===== src/common/portalBusPkg.sv =====
`default_nettype none

package portalBusPkg;

  localparam int ADDR_WIDTH = 32;
  localparam int DATA_WIDTH = 32;
  localparam int ID_WIDTH = 6;
  localparam int LEN_WIDTH = 4;
  localparam int OFFSET_WIDTH = 5;
  localparam int RESP_WIDTH = 2;

  typedef logic [ADDR_WIDTH-1:0] busAddrT;
  typedef logic [DATA_WIDTH-1:0] busDataT;
  typedef logic [ID_WIDTH-1:0] busIdT;
  // Burst length minus one
  typedef logic [LEN_WIDTH-1:0] burstLenT;
  typedef logic [OFFSET_WIDTH-1:0] wordOffsetT;
  typedef logic [RESP_WIDTH-1:0] respT;

  localparam respT RESP_OKAY = 2'b00;

  // Control-page flag, offset, ID, last flag
  localparam int BEAT_WIDTH = 1 + OFFSET_WIDTH + ID_WIDTH + 1;

endpackage

`default_nettype wire


===== src/common/portalMapPkg.sv =====
`default_nettype none

package portalMapPkg;

  // Control page offsets
  localparam logic [4:0] CTRL_INT_STATUS = 5'h00;
  localparam logic [4:0] CTRL_INT_ENABLE = 5'h04;
  localparam logic [4:0] CTRL_NUM_TILES = 5'h08;
  localparam logic [4:0] CTRL_QUEUE_COUNT = 5'h0C;
  localparam logic [4:0] CTRL_PORTAL_ID = 5'h10;
  localparam logic [4:0] CTRL_NUM_PORTALS = 5'h14;
  localparam logic [4:0] CTRL_COUNTER_MSB = 5'h18;
  localparam logic [4:0] CTRL_COUNTER_LSB = 5'h1C;

  // FIFO page offsets
  localparam logic [4:0] FIFO_DATA = 5'h00;
  localparam logic [4:0] FIFO_STATUS = 5'h04;

  localparam logic [31:0] NUM_TILES = 32'd1;
  localparam logic [31:0] PORTAL_ID = 32'd5;
  localparam logic [31:0] NUM_PORTALS = 32'd2;
  localparam logic [31:0] UNMAPPED_VALUE = 32'h005A05A0;

  // Loopback queue standing in for the user core
  localparam int QUEUE_DEPTH = 4;

  typedef logic [2:0] queueCountT;

endpackage

`default_nettype wire


===== src/logic/syncFifo.sv =====
`timescale 1ns/1ps
`default_nettype none

module syncFifo #(
  parameter int WIDTH = 32,
  parameter int DEPTH = 2
) (
  input  logic                        CLK,
  input  logic                        RST_N,
  input  logic                        inValid,
  output logic                        inReady,
  input  logic [WIDTH-1:0]            inData,
  output logic                        outValid,
  input  logic                        outReady,
  output logic [WIDTH-1:0]            outData,
  output logic [$clog2(DEPTH+1)-1:0]  count
);

  localparam int PTR_W = (DEPTH > 1) ? $clog2(DEPTH) : 1;
  localparam int CNT_W = $clog2(DEPTH + 1);

  logic [WIDTH-1:0] mem [DEPTH];
  logic [PTR_W-1:0] rdPtr;
  logic [PTR_W-1:0] wrPtr;
  logic push;
  logic pop;

  function automatic logic [PTR_W-1:0] stepPtr(input logic [PTR_W-1:0] ptr);
    return (ptr == PTR_W'(DEPTH - 1)) ? '0 : ptr + 1'b1;
  endfunction

  assign inReady = (count != CNT_W'(DEPTH));
  assign outValid = (count != '0);
  assign outData = mem[rdPtr];
  assign push = inValid && inReady;
  assign pop = outValid && outReady;

  always_ff @(posedge CLK) begin
    if (push) begin
      mem[wrPtr] <= inData;
    end
  end

  always_ff @(posedge CLK) begin
    if (!RST_N) begin
      rdPtr <= '0;
      wrPtr <= '0;
      count <= '0;
    end else begin
      if (push) begin
        wrPtr <= stepPtr(wrPtr);
      end
      if (pop) begin
        rdPtr <= stepPtr(rdPtr);
      end
      // Simultaneous push and pop leaves occupancy unchanged
      case ({push, pop})
        2'b10: count <= count + 1'b1;
        2'b01: count <= count - 1'b1;
        default: ;
      endcase
    end
  end

endmodule

`default_nettype wire


===== src/logic/burstSequencer.sv =====
`timescale 1ns/1ps
`default_nettype none

module burstSequencer (
  input  logic                     CLK,
  input  logic                     RST_N,
  input  logic                     addrValid,
  output logic                     addrReady,
  input  portalBusPkg::busAddrT    addr,
  input  portalBusPkg::burstLenT   len,
  input  portalBusPkg::busIdT      id,
  output logic                     beatValid,
  input  logic                     beatReady,
  output logic                     beatCtrlPage,
  output portalBusPkg::wordOffsetT beatOffset,
  output portalBusPkg::busIdT      beatId,
  output logic                     beatLast
);

  import portalBusPkg::*;

  typedef enum logic {
    SEQ_IDLE,
    SEQ_ISSUE
  } seqStateT;

  seqStateT state;
  burstLenT remaining;
  logic addrTaken;
  logic beatTaken;

  assign addrReady = (state == SEQ_IDLE);
  assign beatValid = (state == SEQ_ISSUE);
  assign beatLast = (remaining == '0);
  assign addrTaken = addrValid && addrReady;
  assign beatTaken = beatValid && beatReady;

  always_ff @(posedge CLK) begin
    if (!RST_N) begin
      state <= SEQ_IDLE;
    end else begin
      case (state)
        SEQ_IDLE: if (addrTaken) state <= SEQ_ISSUE;
        SEQ_ISSUE: if (beatTaken && beatLast) state <= SEQ_IDLE;
        default: state <= SEQ_IDLE;
      endcase
    end
  end

  always_ff @(posedge CLK) begin
    if (addrTaken) begin
      // Page select from bits 11 to 5
      beatCtrlPage <= (addr[11:5] == 7'd0);
      beatOffset <= addr[4:0];
      beatId <= id;
      remaining <= len;
    end else if (beatTaken) begin
      // Offset wraps within the 32-byte page
      beatOffset <= beatOffset + wordOffsetT'(4);
      remaining <= remaining - 1'b1;
    end
  end

endmodule

`default_nettype wire


===== src/portal/portalReadResponder.sv =====
`timescale 1ns/1ps
`default_nettype none

module portalReadResponder (
  input  logic                     CLK,
  input  logic                     RST_N,
  input  logic                     beatValid,
  output logic                     beatReady,
  input  logic                     beatCtrlPage,
  input  portalBusPkg::wordOffsetT beatOffset,
  input  portalBusPkg::busIdT      beatId,
  input  logic                     beatLast,
  input  logic                     intEnable,
  input  portalMapPkg::queueCountT queueCount,
  input  logic                     queueValid,
  input  portalBusPkg::busDataT    queueData,
  output logic                     queueReady,
  output logic                     rValid,
  input  logic                     rReady,
  output portalBusPkg::busDataT    rData,
  output portalBusPkg::busIdT      rId,
  output logic                     rLast
);

  import portalBusPkg::*;
  import portalMapPkg::*;

  busDataT ctrlWord;
  busDataT fifoWord;
  logic takeBeat;

  // Output register free now or draining this cycle
  assign beatReady = !rValid || rReady;
  assign takeBeat = beatValid && beatReady;
  assign queueReady = takeBeat && !beatCtrlPage && (beatOffset == FIFO_DATA);

  always_comb begin
    case (beatOffset)
      CTRL_INT_STATUS: ctrlWord = busDataT'(queueValid);
      CTRL_INT_ENABLE: ctrlWord = busDataT'(intEnable);
      CTRL_NUM_TILES: ctrlWord = NUM_TILES;
      CTRL_QUEUE_COUNT: ctrlWord = busDataT'(queueCount);
      CTRL_PORTAL_ID: ctrlWord = PORTAL_ID;
      CTRL_NUM_PORTALS: ctrlWord = NUM_PORTALS;
      CTRL_COUNTER_MSB: ctrlWord = '0;
      CTRL_COUNTER_LSB: ctrlWord = '0;
      default: ctrlWord = UNMAPPED_VALUE;
    endcase
  end

  always_comb begin
    case (beatOffset)
      // Empty queue reads as zero
      FIFO_DATA: fifoWord = queueValid ? queueData : '0;
      FIFO_STATUS: fifoWord = busDataT'(queueValid);
      default: fifoWord = '0;
    endcase
  end

  always_ff @(posedge CLK) begin
    if (!RST_N) begin
      rValid <= 1'b0;
    end else if (takeBeat) begin
      rValid <= 1'b1;
    end else if (rReady) begin
      rValid <= 1'b0;
    end
  end

  always_ff @(posedge CLK) begin
    if (takeBeat) begin
      rData <= beatCtrlPage ? ctrlWord : fifoWord;
      rId <= beatId;
      rLast <= beatLast;
    end
  end

endmodule

`default_nettype wire


===== src/portal/portalWriteResponder.sv =====
`timescale 1ns/1ps
`default_nettype none

module portalWriteResponder (
  input  logic                     CLK,
  input  logic                     RST_N,
  input  logic                     beatValid,
  output logic                     beatReady,
  input  logic                     beatCtrlPage,
  input  portalBusPkg::wordOffsetT beatOffset,
  input  portalBusPkg::busIdT      beatId,
  input  logic                     beatLast,
  input  logic                     dataValid,
  output logic                     dataReady,
  input  portalBusPkg::busDataT    data,
  output logic                     queueValid,
  input  logic                     queueReady,
  output portalBusPkg::busDataT    queueData,
  output logic                     intEnable,
  output logic                     bValid,
  input  logic                     bReady,
  output portalBusPkg::busIdT      bId,
  output portalBusPkg::respT       bResp
);

  import portalBusPkg::*;
  import portalMapPkg::*;

  logic isQueuePush;
  logic isEnableWrite;
  logic slotFree;
  logic pairReady;
  logic consume;

  assign isQueuePush = !beatCtrlPage && (beatOffset == FIFO_DATA);
  assign isEnableWrite = beatCtrlPage && (beatOffset == CTRL_INT_ENABLE);
  assign slotFree = !bValid || bReady;

  // Beat and data word leave together
  assign pairReady = beatValid && dataValid && (!beatLast || slotFree);
  assign consume = pairReady && (!isQueuePush || queueReady);

  assign beatReady = consume;
  assign dataReady = consume;
  assign queueValid = pairReady && isQueuePush;
  assign queueData = data;
  assign bResp = RESP_OKAY;

  always_ff @(posedge CLK) begin
    if (!RST_N) begin
      intEnable <= 1'b0;
      bValid <= 1'b0;
    end else begin
      if (consume && isEnableWrite) begin
        intEnable <= data[0];
      end
      if (consume && beatLast) begin
        bValid <= 1'b1;
      end else if (bReady) begin
        bValid <= 1'b0;
      end
    end
  end

  always_ff @(posedge CLK) begin
    if (consume && beatLast) begin
      bId <= busIdT'(beatId);
    end
  end

endmodule

`default_nettype wire


===== src/portal/portalTop.sv =====
`timescale 1ns/1ps
`default_nettype none

module portalTop (
  input  logic                   CLK,
  input  logic                   RST_N,
  input  logic                   arValid,
  output logic                   arReady,
  input  portalBusPkg::busAddrT  arAddr,
  input  portalBusPkg::burstLenT arLen,
  input  portalBusPkg::busIdT    arId,
  output logic                   rValid,
  input  logic                   rReady,
  output portalBusPkg::busDataT  rData,
  output portalBusPkg::busIdT    rId,
  output logic                   rLast,
  input  logic                   awValid,
  output logic                   awReady,
  input  portalBusPkg::busAddrT  awAddr,
  input  portalBusPkg::burstLenT awLen,
  input  portalBusPkg::busIdT    awId,
  input  logic                   wValid,
  output logic                   wReady,
  input  portalBusPkg::busDataT  wData,
  output logic                   bValid,
  input  logic                   bReady,
  output portalBusPkg::busIdT    bId,
  output portalBusPkg::respT     bResp,
  output logic                   irq
);

  import portalBusPkg::*;
  import portalMapPkg::*;

  // Read path
  logic rdSeqValid, rdSeqReady, rdSeqCtrl, rdSeqLast;
  wordOffsetT rdSeqOffset;
  busIdT rdSeqId;
  logic [BEAT_WIDTH-1:0] rdSeqBeat, rdBeat;
  logic rdBeatValid, rdBeatReady;

  // Write path
  logic wrSeqValid, wrSeqReady, wrSeqCtrl, wrSeqLast;
  wordOffsetT wrSeqOffset;
  busIdT wrSeqId;
  logic [BEAT_WIDTH-1:0] wrSeqBeat, wrBeat;
  logic wrBeatValid, wrBeatReady;
  logic wrDataValid, wrDataReady;
  busDataT wrDataWord;

  // Loopback queue between the responders
  logic pushValid, pushReady, popValid, popReady;
  busDataT pushData, popData;
  queueCountT queueCount;
  logic intEnable;

  assign rdSeqBeat = {rdSeqCtrl, rdSeqOffset, rdSeqId, rdSeqLast};
  assign wrSeqBeat = {wrSeqCtrl, wrSeqOffset, wrSeqId, wrSeqLast};
  assign irq = intEnable && popValid;

  burstSequencer readSeq (
    .CLK(CLK), .RST_N(RST_N),
    .addrValid(arValid), .addrReady(arReady), .addr(arAddr), .len(arLen), .id(arId),
    .beatValid(rdSeqValid), .beatReady(rdSeqReady), .beatCtrlPage(rdSeqCtrl),
    .beatOffset(rdSeqOffset), .beatId(rdSeqId), .beatLast(rdSeqLast)
  );

  syncFifo #(.WIDTH(BEAT_WIDTH), .DEPTH(2)) readBeatFifo (
    .CLK(CLK), .RST_N(RST_N),
    .inValid(rdSeqValid), .inReady(rdSeqReady), .inData(rdSeqBeat),
    .outValid(rdBeatValid), .outReady(rdBeatReady), .outData(rdBeat), .count()
  );

  portalReadResponder readResp (
    .CLK(CLK), .RST_N(RST_N),
    .beatValid(rdBeatValid), .beatReady(rdBeatReady), .beatCtrlPage(rdBeat[12]),
    .beatOffset(rdBeat[11:7]), .beatId(rdBeat[6:1]), .beatLast(rdBeat[0]),
    .intEnable(intEnable), .queueCount(queueCount),
    .queueValid(popValid), .queueData(popData), .queueReady(popReady),
    .rValid(rValid), .rReady(rReady), .rData(rData), .rId(rId), .rLast(rLast)
  );

  burstSequencer writeSeq (
    .CLK(CLK), .RST_N(RST_N),
    .addrValid(awValid), .addrReady(awReady), .addr(awAddr), .len(awLen), .id(awId),
    .beatValid(wrSeqValid), .beatReady(wrSeqReady), .beatCtrlPage(wrSeqCtrl),
    .beatOffset(wrSeqOffset), .beatId(wrSeqId), .beatLast(wrSeqLast)
  );

  syncFifo #(.WIDTH(BEAT_WIDTH), .DEPTH(2)) writeBeatFifo (
    .CLK(CLK), .RST_N(RST_N),
    .inValid(wrSeqValid), .inReady(wrSeqReady), .inData(wrSeqBeat),
    .outValid(wrBeatValid), .outReady(wrBeatReady), .outData(wrBeat), .count()
  );

  // Write data is buffered apart from the address
  syncFifo #(.WIDTH($bits(busDataT)), .DEPTH(2)) writeDataFifo (
    .CLK(CLK), .RST_N(RST_N),
    .inValid(wValid), .inReady(wReady), .inData(wData),
    .outValid(wrDataValid), .outReady(wrDataReady), .outData(wrDataWord), .count()
  );

  portalWriteResponder writeResp (
    .CLK(CLK), .RST_N(RST_N),
    .beatValid(wrBeatValid), .beatReady(wrBeatReady), .beatCtrlPage(wrBeat[12]),
    .beatOffset(wrBeat[11:7]), .beatId(wrBeat[6:1]), .beatLast(wrBeat[0]),
    .dataValid(wrDataValid), .dataReady(wrDataReady), .data(wrDataWord),
    .queueValid(pushValid), .queueReady(pushReady), .queueData(pushData),
    .intEnable(intEnable),
    .bValid(bValid), .bReady(bReady), .bId(bId), .bResp(bResp)
  );

  syncFifo #(.WIDTH($bits(busDataT)), .DEPTH(QUEUE_DEPTH)) loopbackFifo (
    .CLK(CLK), .RST_N(RST_N),
    .inValid(pushValid), .inReady(pushReady), .inData(pushData),
    .outValid(popValid), .outReady(popReady), .outData(popData), .count(queueCount)
  );

endmodule

`default_nettype wire


===== config.mk =====
export PLATFORM = sky130hd
export DESIGN_NAME = portalTop
export DESIGN_NICKNAME = d
export VERILOG_FILES = /design/src/common/portalBusPkg.sv /design/src/common/portalMapPkg.sv /design/src/logic/syncFifo.sv /design/src/logic/burstSequencer.sv /design/src/portal/portalReadResponder.sv /design/src/portal/portalWriteResponder.sv /design/src/portal/portalTop.sv
export SDC_FILE = /design/constraint.sdc
export NUM_CORES = 1
export LEC_CHECK = 0
export BUFFER_PORTS_ARGS = -buffer_cell sky130_fd_sc_hd__buf_2
export CORE_MARGIN = 5
export CORE_UTILIZATION = 23
export CTS_CLUSTER_DIAMETER = 30
export DETAILED_ROUTE_END_ITERATION = 7
export PLACE_DENSITY = 0.49
export SLEW_MARGIN = 30
export SYNTH_ARGS = -nofsm -noshare
export SYNTH_HDL_FRONTEND = slang
export SYNTH_SLANG_ARGS = --single-unit

===== constraint.sdc =====
create_clock -name CLK -period 10.3 [get_ports CLK]
set_input_delay 0.515 -clock CLK [delete_from_list [all_inputs] [get_ports CLK]]
set_output_delay 0.515 -clock CLK [all_outputs]
set_load 0.05 [all_outputs]

# After elaboration in Yosys (flattened, before gate mapping)
# Memory sizes are Yosys's and may differ from the RTL's. A register that Yosys moved wholly into a read port is not among the register bits.
# Index checks and enable logic that the tools add are counted.
# word_totals
reg_bits	101
ramBits	244
in_bits	123
output_inout_bits	53
elab_cells	179
memories	4
# mem_list
memory	depth	width	rd	rd_ports_with_merged_regs	wr	line	rtl
loopbackFifo.mem	4	32	1	1	1	syncFifo.sv:22	logic [WIDTH-1:0] mem [DEPTH];
writeDataFifo.mem	2	32	1	1	1	syncFifo.sv:22	
readBeatFifo.mem	2	13	1	1	1	syncFifo.sv:22	
writeBeatFifo.mem	2	13	1	1	1	syncFifo.sv:22	
# op_classes
add_sub_neg	20
eq_ne	22
n_mux	50
n_bitwise	2
n_reduce_logical	52
# ops
cell	n
$pmux W23 S7	1
$mux W32	2
$pmux W32 S2	1
$mux W1	28
$logic_and A1 B1 Y1	23
$reduce_bool A2 Y1	11
$eq A5 B5 Y1 const B	4
$mux W5	4
$mux W4	4
$logic_not A7 Y1	2
$eq A2 B2 Y1 const B	6
$pmux W2 S2	3
$add A2 B1 Y2 const B	5
$add A5 B3 Y5 const B	2
$eq A5 B3 Y1 const B	2
$eq A5 B4 Y1 const B	2
$logic_not A5 Y1	2
$eq A2 B1 Y1 const B	4
$logic_not A4 Y1	2
$mux W2	4
$sub A4 B1 Y4 const B	2
$add A1 B1 Y1 const B	6
$logic_not A1 Y1	6
$ne A2 B2 Y1 const B	3
10 further kinds	17

# Depth between registers and ports, before layout
# Gate-level depths: netlist (run 1).
# logic_depth
ltp_word	8
depth_mapped	11
ltp_nobuf	10

# Modules after synthesis
# A second synthesis (run 1) with hierarchy kept.
# unflattened
hier_cells	734
area_unflattened_um2	13736.9
# by_module_without_submodules
module	n_inst	cells_each	area_per_inst_um2	seq_area_each_um2
syncFifo (loopbackFifo)	1	223	5106.1	4023.9
syncFifo (writeDataFifo)	1	124	2536.2	2021.9
syncFifo (readBeatFifo ...)	2	64	1167.4	880.8
portalReadResponder	1	99	1611.5	1191.1
burstSequencer	2	50	772.0	500.5
portalWriteResponder	1	59	598.1	220.2
portalTop	1	1	6.3	0.0

# Worst setup path before layout (run 1)
# Ideal clock, no wire load.
# synth_timing
path_kind	reg-to-reg
start	register readResp.rValid
end	register readBeatFifo.count[1]
setup_time_ns	0.070
t_arrival_ns	3.416
required_ns	10.230
setup_slack_ns	6.814
path_stages_with_launch	6
n_path_buf	0
period_less_slack_ns	3.486
path_cell_list	dfxtp_1 -> nor2b_1 -> nor2_1 -> ha_1 -> or3_1 -> a21oi_1
# synth_via
elab_chain_cells	5
elab_cells_between_ends	7
cone_classes	eq/ne: 2; mux: 1; reduce/logical: 4
# synth_rtl
item	line	rtl
from (decl)	portalReadResponder.sv:18	output logic rValid,
from (signal assigned)	portalReadResponder.sv:62	rValid <= 1'b0;
from (signal assigned)	portalReadResponder.sv:64	rValid <= 1'b1;
from (signal assigned)	portalReadResponder.sv:66	rValid <= 1'b0;
$logic_not A1 Y1 (*)	portalReadResponder.sv:33	assign beatReady = !rValid || rReady;
$logic_or A1 B1 Y1 (*)	portalReadResponder.sv:33	
$logic_and A1 B1 Y1 (*)	syncFifo.sv:36	assign pop = outValid && outReady;
via readBeatFifo.pop	syncFifo.sv:26	logic pop;
$eq A2 B1 Y1 or $eq A2 B2 Y1 (tied branches)	syncFifo.sv:57	case ({push, pop})
$pmux W2 S2 or $reduce_bool A2 Y1 (tied branches)	n/a	
to (signal assigned)	syncFifo.sv:58	2'b10: count <= count + 1'b1;
to (signal assigned)	syncFifo.sv:59	2'b01: count <= count - 1'b1;
to (decl)	syncFifo.sv:16	output logic [$clog2(DEPTH+1)-1:0] count
# Mark *: on every way through the listed nets, which the timed path passes. The rest lies on a longest branch.
# A chain may end at the register's enable or synchronous reset.

==> qor.csv, run 1 <==
stage,metric,value,unit
drt,drc_errors,0,
clocking,htree_levels,3,
floorplanning,rows,88,
timing,hold_viol,0,
setup_path,cpLargestDelayFamily,flip-flops,
pwr,p_seq_share,36.1,%
setup_path,r2r_end,loopbackFifo.count[2]$_SDFFE_PN0P_,
pwr,p_int,3915,uW
hold_path,hold_path_end,writeSeq.beatId[0]$_DFFE_PP_,
run_status,status,finished clean,
pwr,p_per_area,306.1,nW/um2
drt,num_vias,7035,
timing,rsz0062_at_grt,no,
drt,wl_met2,13.77,mm
cells_and_area,fin_util,31.11,%
pwr,sw_frac_of_total,28.46,%
synthesis,avgSynthCellArea,18.00,um2
grt,grt_antenna_before_repair,8,
job,drv_cap,0,
setup_path,crit_path_start_kind,flip-flop,
place,gp_congestion,0.6996,
setup_path,crit_type,reg -> reg,
setup_path,cp_num_buf_inv,1,
place,dp_hpwl,16.50,mm
drt,drt_wl_total,28.47,mm
clocking,clkLatencyLatePin,620,ps
clocking,cts_tree,built,
grt,grt_pass1_vias,7499,
synthesis,yosysUniqueCellTypes,50,
cells_and_area,fin_area,17880,um2
timing,relSlewSlack,38.18,%
timing,tightest_slew,920.1,ps
cells_and_area,instances_no_fill,1783,
clocking,clockRootBuffer,clkbuf_16,
floorplanning,die_y,250.3,um
synthesis,ys_async_sr_fraction,0,%
setup_path,ff2ff_setup_slack,7020,ps
hold_path,hp-class,in -> reg,
pwr,peakVddDrop,124.3,uV
grt,grt_pass1_wl,43.35,mm
drt,detail_route.wl_per_cell,15.97,um
timing,setup_ws,7019,ps
cells_and_area,layout_commonest_cell,edfxtp_1,
drt,dr.pass1.iters,5,
timing,skew,40.02,ps
drt,vias_per_cell,3.946,
place,dp_slack,7016,ps
place,placed_area,14880,um2
grt,grt_max_degree,41,
synthesis,synth-main-ff-cell,edfxtp_1,
grt,grt_use_total,9.027,%
synthesis,yosysWarnings,0,
clocking,post_cts_buffers,0,
clocking,path_clk_slew,50,ps
hold_path,min_path_cells,1,
floorplanning,ios,176,
cells_and_area,layout_common_cells,"edfxtp_1 (321), buf_2 (133), clkbuf_16 (86)",
pwr,power.clock.fraction,49.3,%
setup_path,cp_data_required_time,10830,ps
cells_and_area,area_growth,34.61,%
clocking,cts_buffers,86,
floorplanning,die_w,250.3,um
timing,fin_crit_sh,31.86,%
drt,wl_met3,1.770,mm
setup_path,end_kind,flip-flop,
floorplanning,start_util,23.11,%
pwr,p_comb_share,14.6,%
synthesis,synthCells,738,
timing,period_needed,3281,ps
drt,wl_met1,12.11,mm
setup_path,slowest_delay,910,ps
place,dpl.cell_count,1618,
clocking,cts_hold_buf,0,
synthesis,synth-seq-area-share,76.94,%
pwr,power.switching,1558,uW
floorplanning,die_area,62660,um2
setup_path,crit_fanout,22,
floorplanning,core_region_area,57480,um2
clocking,ctsResizeCount,0,
timing,slew_viol_final,0,
pwr,power_leakage,0.006198,uW
drt,ant_nets,0,
place,portBuffers,133,
synthesis,synth_edf_count,321,
synthesis,syn-cell-area,13280,um2
setup_path,cp_data_arrival_time,3810,ps
timing,max_clock_freq,304.7,MHz
synthesis,ys_ff_latch,350,
clocking,cts_buffer_depth,3,
drt,drtIter0Drc,310,
cells_and_area,fin_nets,1078,
cells_and_area,drive_gt1_share,37.31,%
timing,setup_tns,0,ps
timing,setup_viol,0,
setup_path,worst_path_max_delay_cell,dfxtp_1,
setup_path,crit_chain,mux2_2 -> nor3_1 -> nor3b_2 -> ha_1 -> inv_1 -> fa_1 -> xor2_1 -> or3_1 -> a21oi_1,
drt,top_layer,met5,
grt,overflow,0,
hold_path,min_from,awId[0],
setup_path,worst_r2r_path_depth,9,
clocking,cts.sinks,350,
-- worst register-to-register path, delay by kind of cell, from the launching register on --
family	cells	cell delay [ps]
flops	1	910
buf+inv	1	60
mux	1	470
fa+ha+maj	2	610
simple gates	3	850
compound gates	1	150
xor+xnor	1	160
-- through the flow --
| step | hold WS [ps] | total power [uW] |
|---|---|---|
| finish | 71.96 | 5473 |
| detailed placement | 429.6 | 2821 |
| global route | 42.22 | 5708 |
| CTS | 22.05 | 5572 |
| floorplan | 421.5 | 2553 |
| global placement | 422.8 | 2801 |
-- how the worst max path moves through the flow --
| stage | cells past startpoint | to | slack, ps |
|---|---|---|---|
| after CTS | 9 | loopbackFifo.count[2]$_SDFFE_PN0P_ | 6970 |
| after global placement | 9 | loopbackFifo.count[2]$_SDFFE_PN0P_ | 7050 |
| final | 9 | loopbackFifo.count[2]$_SDFFE_PN0P_ | 7020 |
| after global routing | 9 | loopbackFifo.count[2]$_SDFFE_PN0P_ | 6820 |
| after floorplan | 5 | readBeatFifo.count[1]$_SDFFE_PN0P_ | 6810 |
| after detailed placement | 9 | loopbackFifo.count[2]$_SDFFE_PN0P_ | 7020 |
-- sequential cells by signal (all words and copies together), names as in the netlist, 2 cells and up, named ones only --
signal and flops:
writeSeq.remaining 4, readSeq.beatId 6, readBeatFifo.count 2, writeSeq.beatId 6
readBeatFifo.mem 26, loopbackFifo.count 3, writeResp.bId 6, readSeq.remaining 4
readSeq.beatOffset 5, writeDataFifo.mem 64, writeBeatFifo.mem 26, writeSeq.beatOffset 5
writeDataFifo.count 2, readResp.rData 32, loopbackFifo.mem 128, writeBeatFifo.count 2
loopbackFifo.rdPtr 2, loopbackFifo.wrPtr 2, readResp.rId 6
-- routing by layer --
metal  global-route usage (%)  vias up
met5                        0        -
met4                    4.273        6
met3                    3.250       74
met2                    14.48      181
met1                    10.87     3494
li1                         -     3280
-- cells in the mapped netlist, types with 7 or more instances --
master	instances	share of area (%)
mux2_2	48	4.1
buf_2	7	0.26
nor2_1	41	1.2
nor2b_1	24	1.1
o21ai_1	8	0.30
nand2_1	38	1.1
xnor2_1	12	0.79
inv_1	27	0.76
mux4_2	32	5.4
a21oi_1	17	0.64
dfxtp_1	29	4.4
edfxtp_1	321	73
mux2i_1	8	0.60
nand4_1	8	0.38
and2_1	10	0.47
o21ai_0	12	0.45
nor3_1	11	0.41
ha_1	13	1.2
clkbuf_1	9	0.25
-- logic make-up after synthesis --
| kind of cell | synth area share (%) |
|---|---|
| flip-flops | 76.94 |
| other | 0.02823 |
| multiplexers | 10.21 |
| adder cells (fa/ha/maj) | 1.375 |
| buffers and inverters | 1.620 |
| AO/OA/AOI/OAI | 2.459 |
| XOR/XNOR | 1.187 |
| AND/OR/NAND/NOR | 6.179 |
-- area by class of cell --
| class | instances | area, um2 |
|---|---|---|
| antenna | 5 | 12.51 |
| clock buffer | 94 | 2182 |
| clock inverter | 66 | 808.3 |
| fill | 5654 | 39600 |
| inverter | 27 | 101.3 |
| multi-input combinational | 338 | 2887 |
| sequential | 350 | 10230 |
| tap | 765 | 957.2 |
| timing repair buffer | 138 | 703.2 |
-- power by group through the flow --
stage	Sequential [uW]	Clock (uW)	Combinational (uW)
after floorplan	2180	0	376
after global placement	2000	0	798
after detailed placement	2010	0	813
after CTS	1990	2770	817
after global routing	2000	2840	862
final	1980	2700	797
No activity file was read; power rests on OpenSTA's default activity.
==> run 2: changes to the inputs <==
PLACE_DENSITY = 0.5   (was 0.49)
clock period = 2.8 ns   (was 10.3 ns; I/O delays follow)
==> run 2 against run 1 <==
Global-route usage increased by 0.27 points. Sequential share of layout area down 1.1 points. Clock skew shrank 20 ps. Flip-flop and latch count did not move. Critical endpoint unchanged. Count of clock-buffer cells in the layout decreased by 15. Critical path depth unchanged. Via count up 1.7%.
==> qor.csv, run 2 (synthesis results as in run 1) <==
stage,metric,value,unit
setup_path,path_depth,9,
setup_path,cpLargestDelayFamily,simple AND/OR/NAND/NOR gates,
setup_path,worst_r2r_path_depth,9,
setup_path,crit_chain,mux2_4 -> or2_1 -> nor3b_2 -> ha_1 -> inv_1 -> fa_1 -> xor2_1 -> or3_1 -> a21oi_1,
drt,drc_errors,0,
drt,dr.pass1.iters,4,
cells_and_area,regMostFlops,loopbackFifo.mem,
floorplanning,rows,88,
timing,setup_tns,0,ps
clocking,cts_buffer_depth,3,
grt,grt_pass1_wl,45.10,mm
drt,vias_per_cell,3.881,
timing,setup_ws,195.6,ps
drt,drt_wl_total,28.82,mm
timing,relSlewSlack,51.84,%
place,dpl.cell_count,1638,
grt,grt_antenna_before_repair,4,
drt,ant_nets,0,
clocking,htree_levels,3,
floorplanning,die_w,250.3,um
pwr,p_per_area,1022,nW/um2
place,placed_area,15070,um2
cells_and_area,instances_no_fill,1843,
job,drv_cap,0,
clocking,cts_tree,built,
grt,grt_max_degree,33,
clocking,path_clk_slew,50,ps
pwr,power_leakage,0.006346,uW
timing,max_clock_freq,384.0,MHz
floorplanning,start_util,23.11,%
timing,setup_viol,0,
clocking,post_cts_buffers,0,
clocking,cts_buffers,72,
timing,fin_crit_sh,93.02,%
cells_and_area,reg.largest.list,"loopbackFifo.mem: 128 flops, writeDataFifo.mem: 64 flops, readResp.rData: 32 flops",
timing,tightest_slew,721.5,ps
floorplanning,ios,176,
floorplanning,core_region_area,57480,um2
clocking,cts.sinks,350,
place,dp_slack,203.7,ps
clocking,ctsResizeCount,0,
timing,period_needed,2604,ps
setup_path,cp_num_buf_inv,1,
cells_and_area,area_growth,37.11,%
cells_and_area,largest_reg_flops,128,
cells_and_area,layout_common_cells,"edfxtp_1 (321), buf_2 (133), clkbuf_16 (74)",
hold_path,min_path_cells,3,
timing,skew,20.46,ps
grt,grt_use_total,9.298,%
place,gp_congestion,0.7163,
grt,overflow,0,
setup_path,cp_data_arrival_time,3080,ps
place,dp_hpwl,17.40,mm
cells_and_area,fin_area,18210,um2
cells_and_area,fin_nets,1155,
setup_path,cp_data_required_time,3270,ps
place,portBuffers,133,
setup_path,crit_fanout,7,
floorplanning,die_y,250.3,um
drt,num_vias,7153,
pwr,totalPowerFinal,18620,uW
clocking,clkLatencyLatePin,570,ps
grt,grt_pass1_vias,7957,
floorplanning,die_area,62660,um2
timing,hold_viol,0,
cells_and_area,drive_gt1_share,34.79,%
drt,detail_route.wl_per_cell,15.64,um
setup_path,crit_type,reg -> reg,
cells_and_area,layout_commonest_cell,edfxtp_1,
pwr,peakVddDrop,389.3,uV
setup_path,end_kind,flip-flop,
timing,rsz0062_at_grt,no,
setup_path,crit_path_start_kind,flip-flop,
hold_path,hp-class,in -> reg,
setup_path,slowest_delay,450,ps
setup_path,worst_path_max_delay_cell,dfxtp_1,
timing,slew_viol_final,0,
clocking,clockRootBuffer,clkbuf_16,
run_status,status,finished clean,
drt,drtIter0Drc,337,
run 2: cell count changes in the layout (fill, tap and decap cells not counted), moves of 5 or more:
cell and change:
inv_6 +6, clkinv_2 -6, dlygate4sd3_1 +71, buf_4 +15, buf_12 +5, clkbuf_16 -12
run 2: final cells by class:
type | count | area, um2
sequential | 350 | 10220
fill | 5628 | 39260
antenna | 3 | 7.507
tap | 765 | 957.2
multi-input combinational | 338 | 2878
inverter | 27 | 101.3
clock inverter | 52 | 548.0
timing repair buffer | 229 | 1627
clock buffer | 79 | 1871
run 2: final timing paths:
kind                                                  startpoint  slack, ps                                 end
worst min-delay path                                     arValid         70      readSeq.remaining[3]$_DFFE_PP_
worst max register to register                         flip-flop        200  loopbackFifo.count[2]$_SDFFE_PN0P_
worst min register to register  writeSeq.beatOffset[0]$_DFFE_PP_        430   writeBeatFifo.mem[1][7]$_DFFE_PP_
worst max-delay path                                   flip-flop        200  loopbackFifo.count[2]$_SDFFE_PN0P_
run 2: metrics by stage:
| step | hold WS (ps) | utilization (%) |
|---|---|---|
| floorplan | 238.9 | - |
| global route | 105.3 | 31.68 |
| global placement | 317.1 | 26.22 |
| finish | 73.70 | 31.69 |
| CTS | 29.46 | 31.67 |
| detailed placement | 318.3 | 26.22 |
run 2: layer usage:
metal  up-vias  wire (um)  global-route usage (%)
met3        44       1460                   2.668
met4         2        722                   4.351
li1       3425          -                       -
met5         -          7                       0
met1      3524      12000                   10.66
met2       158      14620                   16.06
run 2: what timing repair did:
action / in CTS / in global routing
hold buffers: 71 / 0
hold endpoints to repair: 109 / 0
setup endpoints to repair: 0 / 0
run 2: power by group:
group / switching, uW / internal (uW)
logic: 2230 / 991
clock network: 2730 / 5590
registers: 282 / 6800
total: 5240 / 13400
run 2: worst reg2reg max path, stage by stage, from the launching register on:
cell and delay [ps]:
dfxtp_1 450, mux2_4 330, or2_1 260, nor3b_2 220, ha_1 210, inv_1 60
fa_1 370, xor2_1 160, or3_1 300, a21oi_1 140
==> run 3: changes to the inputs <==
CORE_UTILIZATION = 45   (was 23)
PLACE_DENSITY = 0.77   (was 0.5)
==> run 3 against run 2 <==
Cell count fell by 22%. Routed wire length fell by 15%. Combinational power fell by 5%. Count of clock-buffer cells in the layout fell by 14. Sequential share of layout area rose by 2.9 points. Worst hold slack got worse by 21 ps. Global-route usage rose by 5.5 points. Sequential power rose by 1%. Die area fell by 47%. Flip-flop and latch count did not move. Total power fell by 6.6%. Largest cell class unchanged.
==> qor.csv, run 3 (synthesis results as in run 1) <==
stage,metric,value,unit
run_status,status,finished clean,
floorplanning,die_y,181.8,um
clocking,cts.sinks,350,
place,dp_hpwl,14.40,mm
clocking,clockRootBuffer,clkbuf_16,
job,drv_cap,0,
timing,rsz0062_at_grt,no,
floorplanning,core_region_area,29400,um2
cells_and_area,area_growth,30.42,%
timing,relSlewSlack,40.15,%
timing,fin_crit_sh,94.54,%
floorplanning,start_util,45.18,%
timing,skew,32.04,ps
timing,period_needed,2647,ps
cells_and_area,layout_commonest_cell,edfxtp_1,
timing,max_clock_freq,377.8,MHz
cells_and_area,antennaDiodeCount,0,
floorplanning,rows,63,
setup_path,worst_r2r_path_depth,10,
floorplanning,die_area,33050,um2
timing,whs,52.24,ps
setup_path,cp_data_arrival_time,3140,ps
hold_path,hp-class,in -> reg,
timing,setup_tns,0,ps
pwr,power_leakage,0.006118,uW
pwr,p_comb_share,17.6,%
place,dpl.cell_count,1257,
clocking,clkLatencyLatePin,580,ps
pwr,p_seq_share,41.2,%
cells_and_area,regMostFlops,loopbackFifo.mem,
cells_and_area,drive_gt1_share,33.49,%
clocking,htree_levels,2,
timing,hold_viol,0,
drt,ant_nets,0,
place,gp_congestion,0.7580,
drt,drtIter0Drc,349,
setup_path,r2r_end,loopbackFifo.count[2]$_SDFFE_PN0P_,
hold_path,hold_path_end,writeDataFifo.wrPtr$_SDFFE_PN0P_,
cells_and_area,reg.largest.list,"loopbackFifo.mem: 128 flops, writeDataFifo.mem: 64 flops, readResp.rData: 32 flops",
clocking,cts_tree,built,
timing,tightest_slew,897.8,ps
setup_path,cp_data_required_time,3290,ps
drt,detail_route.wl_per_cell,17.01,um
setup_path,crit_path_start_kind,flip-flop,
pwr,power.clock.fraction,41.2,%
drt,num_vias,7075,
setup_path,crit_fanout,12,
drt,drt_wl_total,24.46,mm
grt,grt_antenna_before_repair,2,
setup_path,end_kind,flip-flop,
grt,grt_use_total,14.83,%
pwr,totalPowerFinal,17380,uW
floorplanning,ios,176,
pwr,p_per_area,1004,nW/um2
hold_path,min_path_cells,4,
grt,grt_pass1_wl,39.31,mm
drt,dr.pass1.iters,4,
grt,overflow,0,
cells_and_area,largest_reg_flops,128,
hold_path,min_from,wValid,
grt,grt_max_degree,41,
cells_and_area,layout_common_cells,"edfxtp_1 (321), buf_2 (133), dlygate4sd3_1 (70)",
grt,grt_pass1_vias,7614,
setup_path,ff2ff_setup_slack,150,ps
clocking,cts_buffer_depth,3,
drt,drc_errors,0,
pwr,power.switching,5003,uW
pwr,peakVddDrop,794.1,uV
setup_path,crit_type,reg -> reg,
floorplanning,die_w,181.8,um
clocking,cts_buffers,60,
timing,setup_viol,0,
place,portBuffers,133,
pwr,p_int,12380,uW
drt,vias_per_cell,4.920,
cells_and_area,fill_cells,2129,
cells_and_area,fin_nets,1136,
cells_and_area,instances_no_fill,1438,
pwr,sw_frac_of_total,28.78,%
clocking,path_clk_slew,50,ps
timing,slew_viol_final,0,
==> run 3: changes by cell type in the layout (fill, tap and decap cells not counted), moves of 3 or more <==
cell,before,now
buf_4,20,14
clkinv_2,10,2
inv_8,0,4
clkbuf_16,74,61
inv_6,10,7
diode_2,3,0
==> run 3: layout make-up <==
| cell class | count | area (um2) | area share [%] |
|---|---|---|---|
| Clock inverter | 46 | 518.0 | 2.990 |
| Timing Repair Buffer | 222 | 1572 | 9.072 |
| Clock buffer | 65 | 1541 | 8.899 |
| Inverter | 27 | 101.3 | 0.5850 |
| Multi-Input combinational cell | 338 | 2878 | 16.61 |
| Tap cell | 390 | 488.0 | 2.817 |
| Sequential cell | 350 | 10220 | 59.02 |
==> run 3: how the worst max path moves through the flow <==
stage | start | end | slack [ps] | cells after the start
final | flip-flop | loopbackFifo.count[2]$_SDFFE_PN0P_ | 150 | 10
after detailed placement | flip-flop | loopbackFifo.count[2]$_SDFFE_PN0P_ | 140 | 10
after global routing | flip-flop | loopbackFifo.count[2]$_SDFFE_PN0P_ | 60 | 10
after floorplan | readResp.rValid$_SDFFE_PN0P_ | readBeatFifo.count[1]$_SDFFE_PN0P_ | 30 | 5
after global placement | flip-flop | loopbackFifo.count[2]$_SDFFE_PN0P_ | 200 | 10
after CTS | flip-flop | loopbackFifo.count[2]$_SDFFE_PN0P_ | 120 | 10
==> run 3: timing repair <==
item | CTS | global route
hold buffers | 70 | 0
hold endpoints to repair | 106 | 0
resized for setup | 0 | 1
endpoints found under the setup margin | 0 | 1
buffers inserted | 0 | 0
==> run 3: per-stage QoR <==
step                utilization, %  area [um2]  setup slack [ps]
finish                       58.92       17320             152.9
global route                 58.92       17320             61.25
CTS                          58.90       17320             115.4
detailed placement           49.51       14560             136.4
global placement             49.51       14560             200.6
floorplan                        -       13290             34.26
==> run 3: worst max-delay path, cell delays in order, from the launching register on <==
cell     delay [ps]
dfxtp_2         390
buf_4           210
nor3b_1         220
o22ai_1         210
nor3b_2         280
ha_1            220
inv_1            60
fa_1            380
xor2_1          160
or3_1           310
a21oi_1         140
==> run 3: layer usage <==
layer / global-route usage [%] / part of all wire (%) / vias up
li1: - / - / 3380
met1: 17.75 / 41 / 3501
met2: 26.22 / 53 / 147
met3: 3.506 / 4.5 / 43
met4: 5.344 / 2.0 / 4
met5: 0 / 0.078 / -
==> run 3: power groups by stage <==
stage	combinational (uW)	sequential [uW]	clock, uW
final	3060	7160	7170
after floorplan	1390	8000	0
after global routing	3310	7240	7570
after global placement	2920	7240	0
after CTS	3100	7170	7300
after detailed placement	3000	7270	0
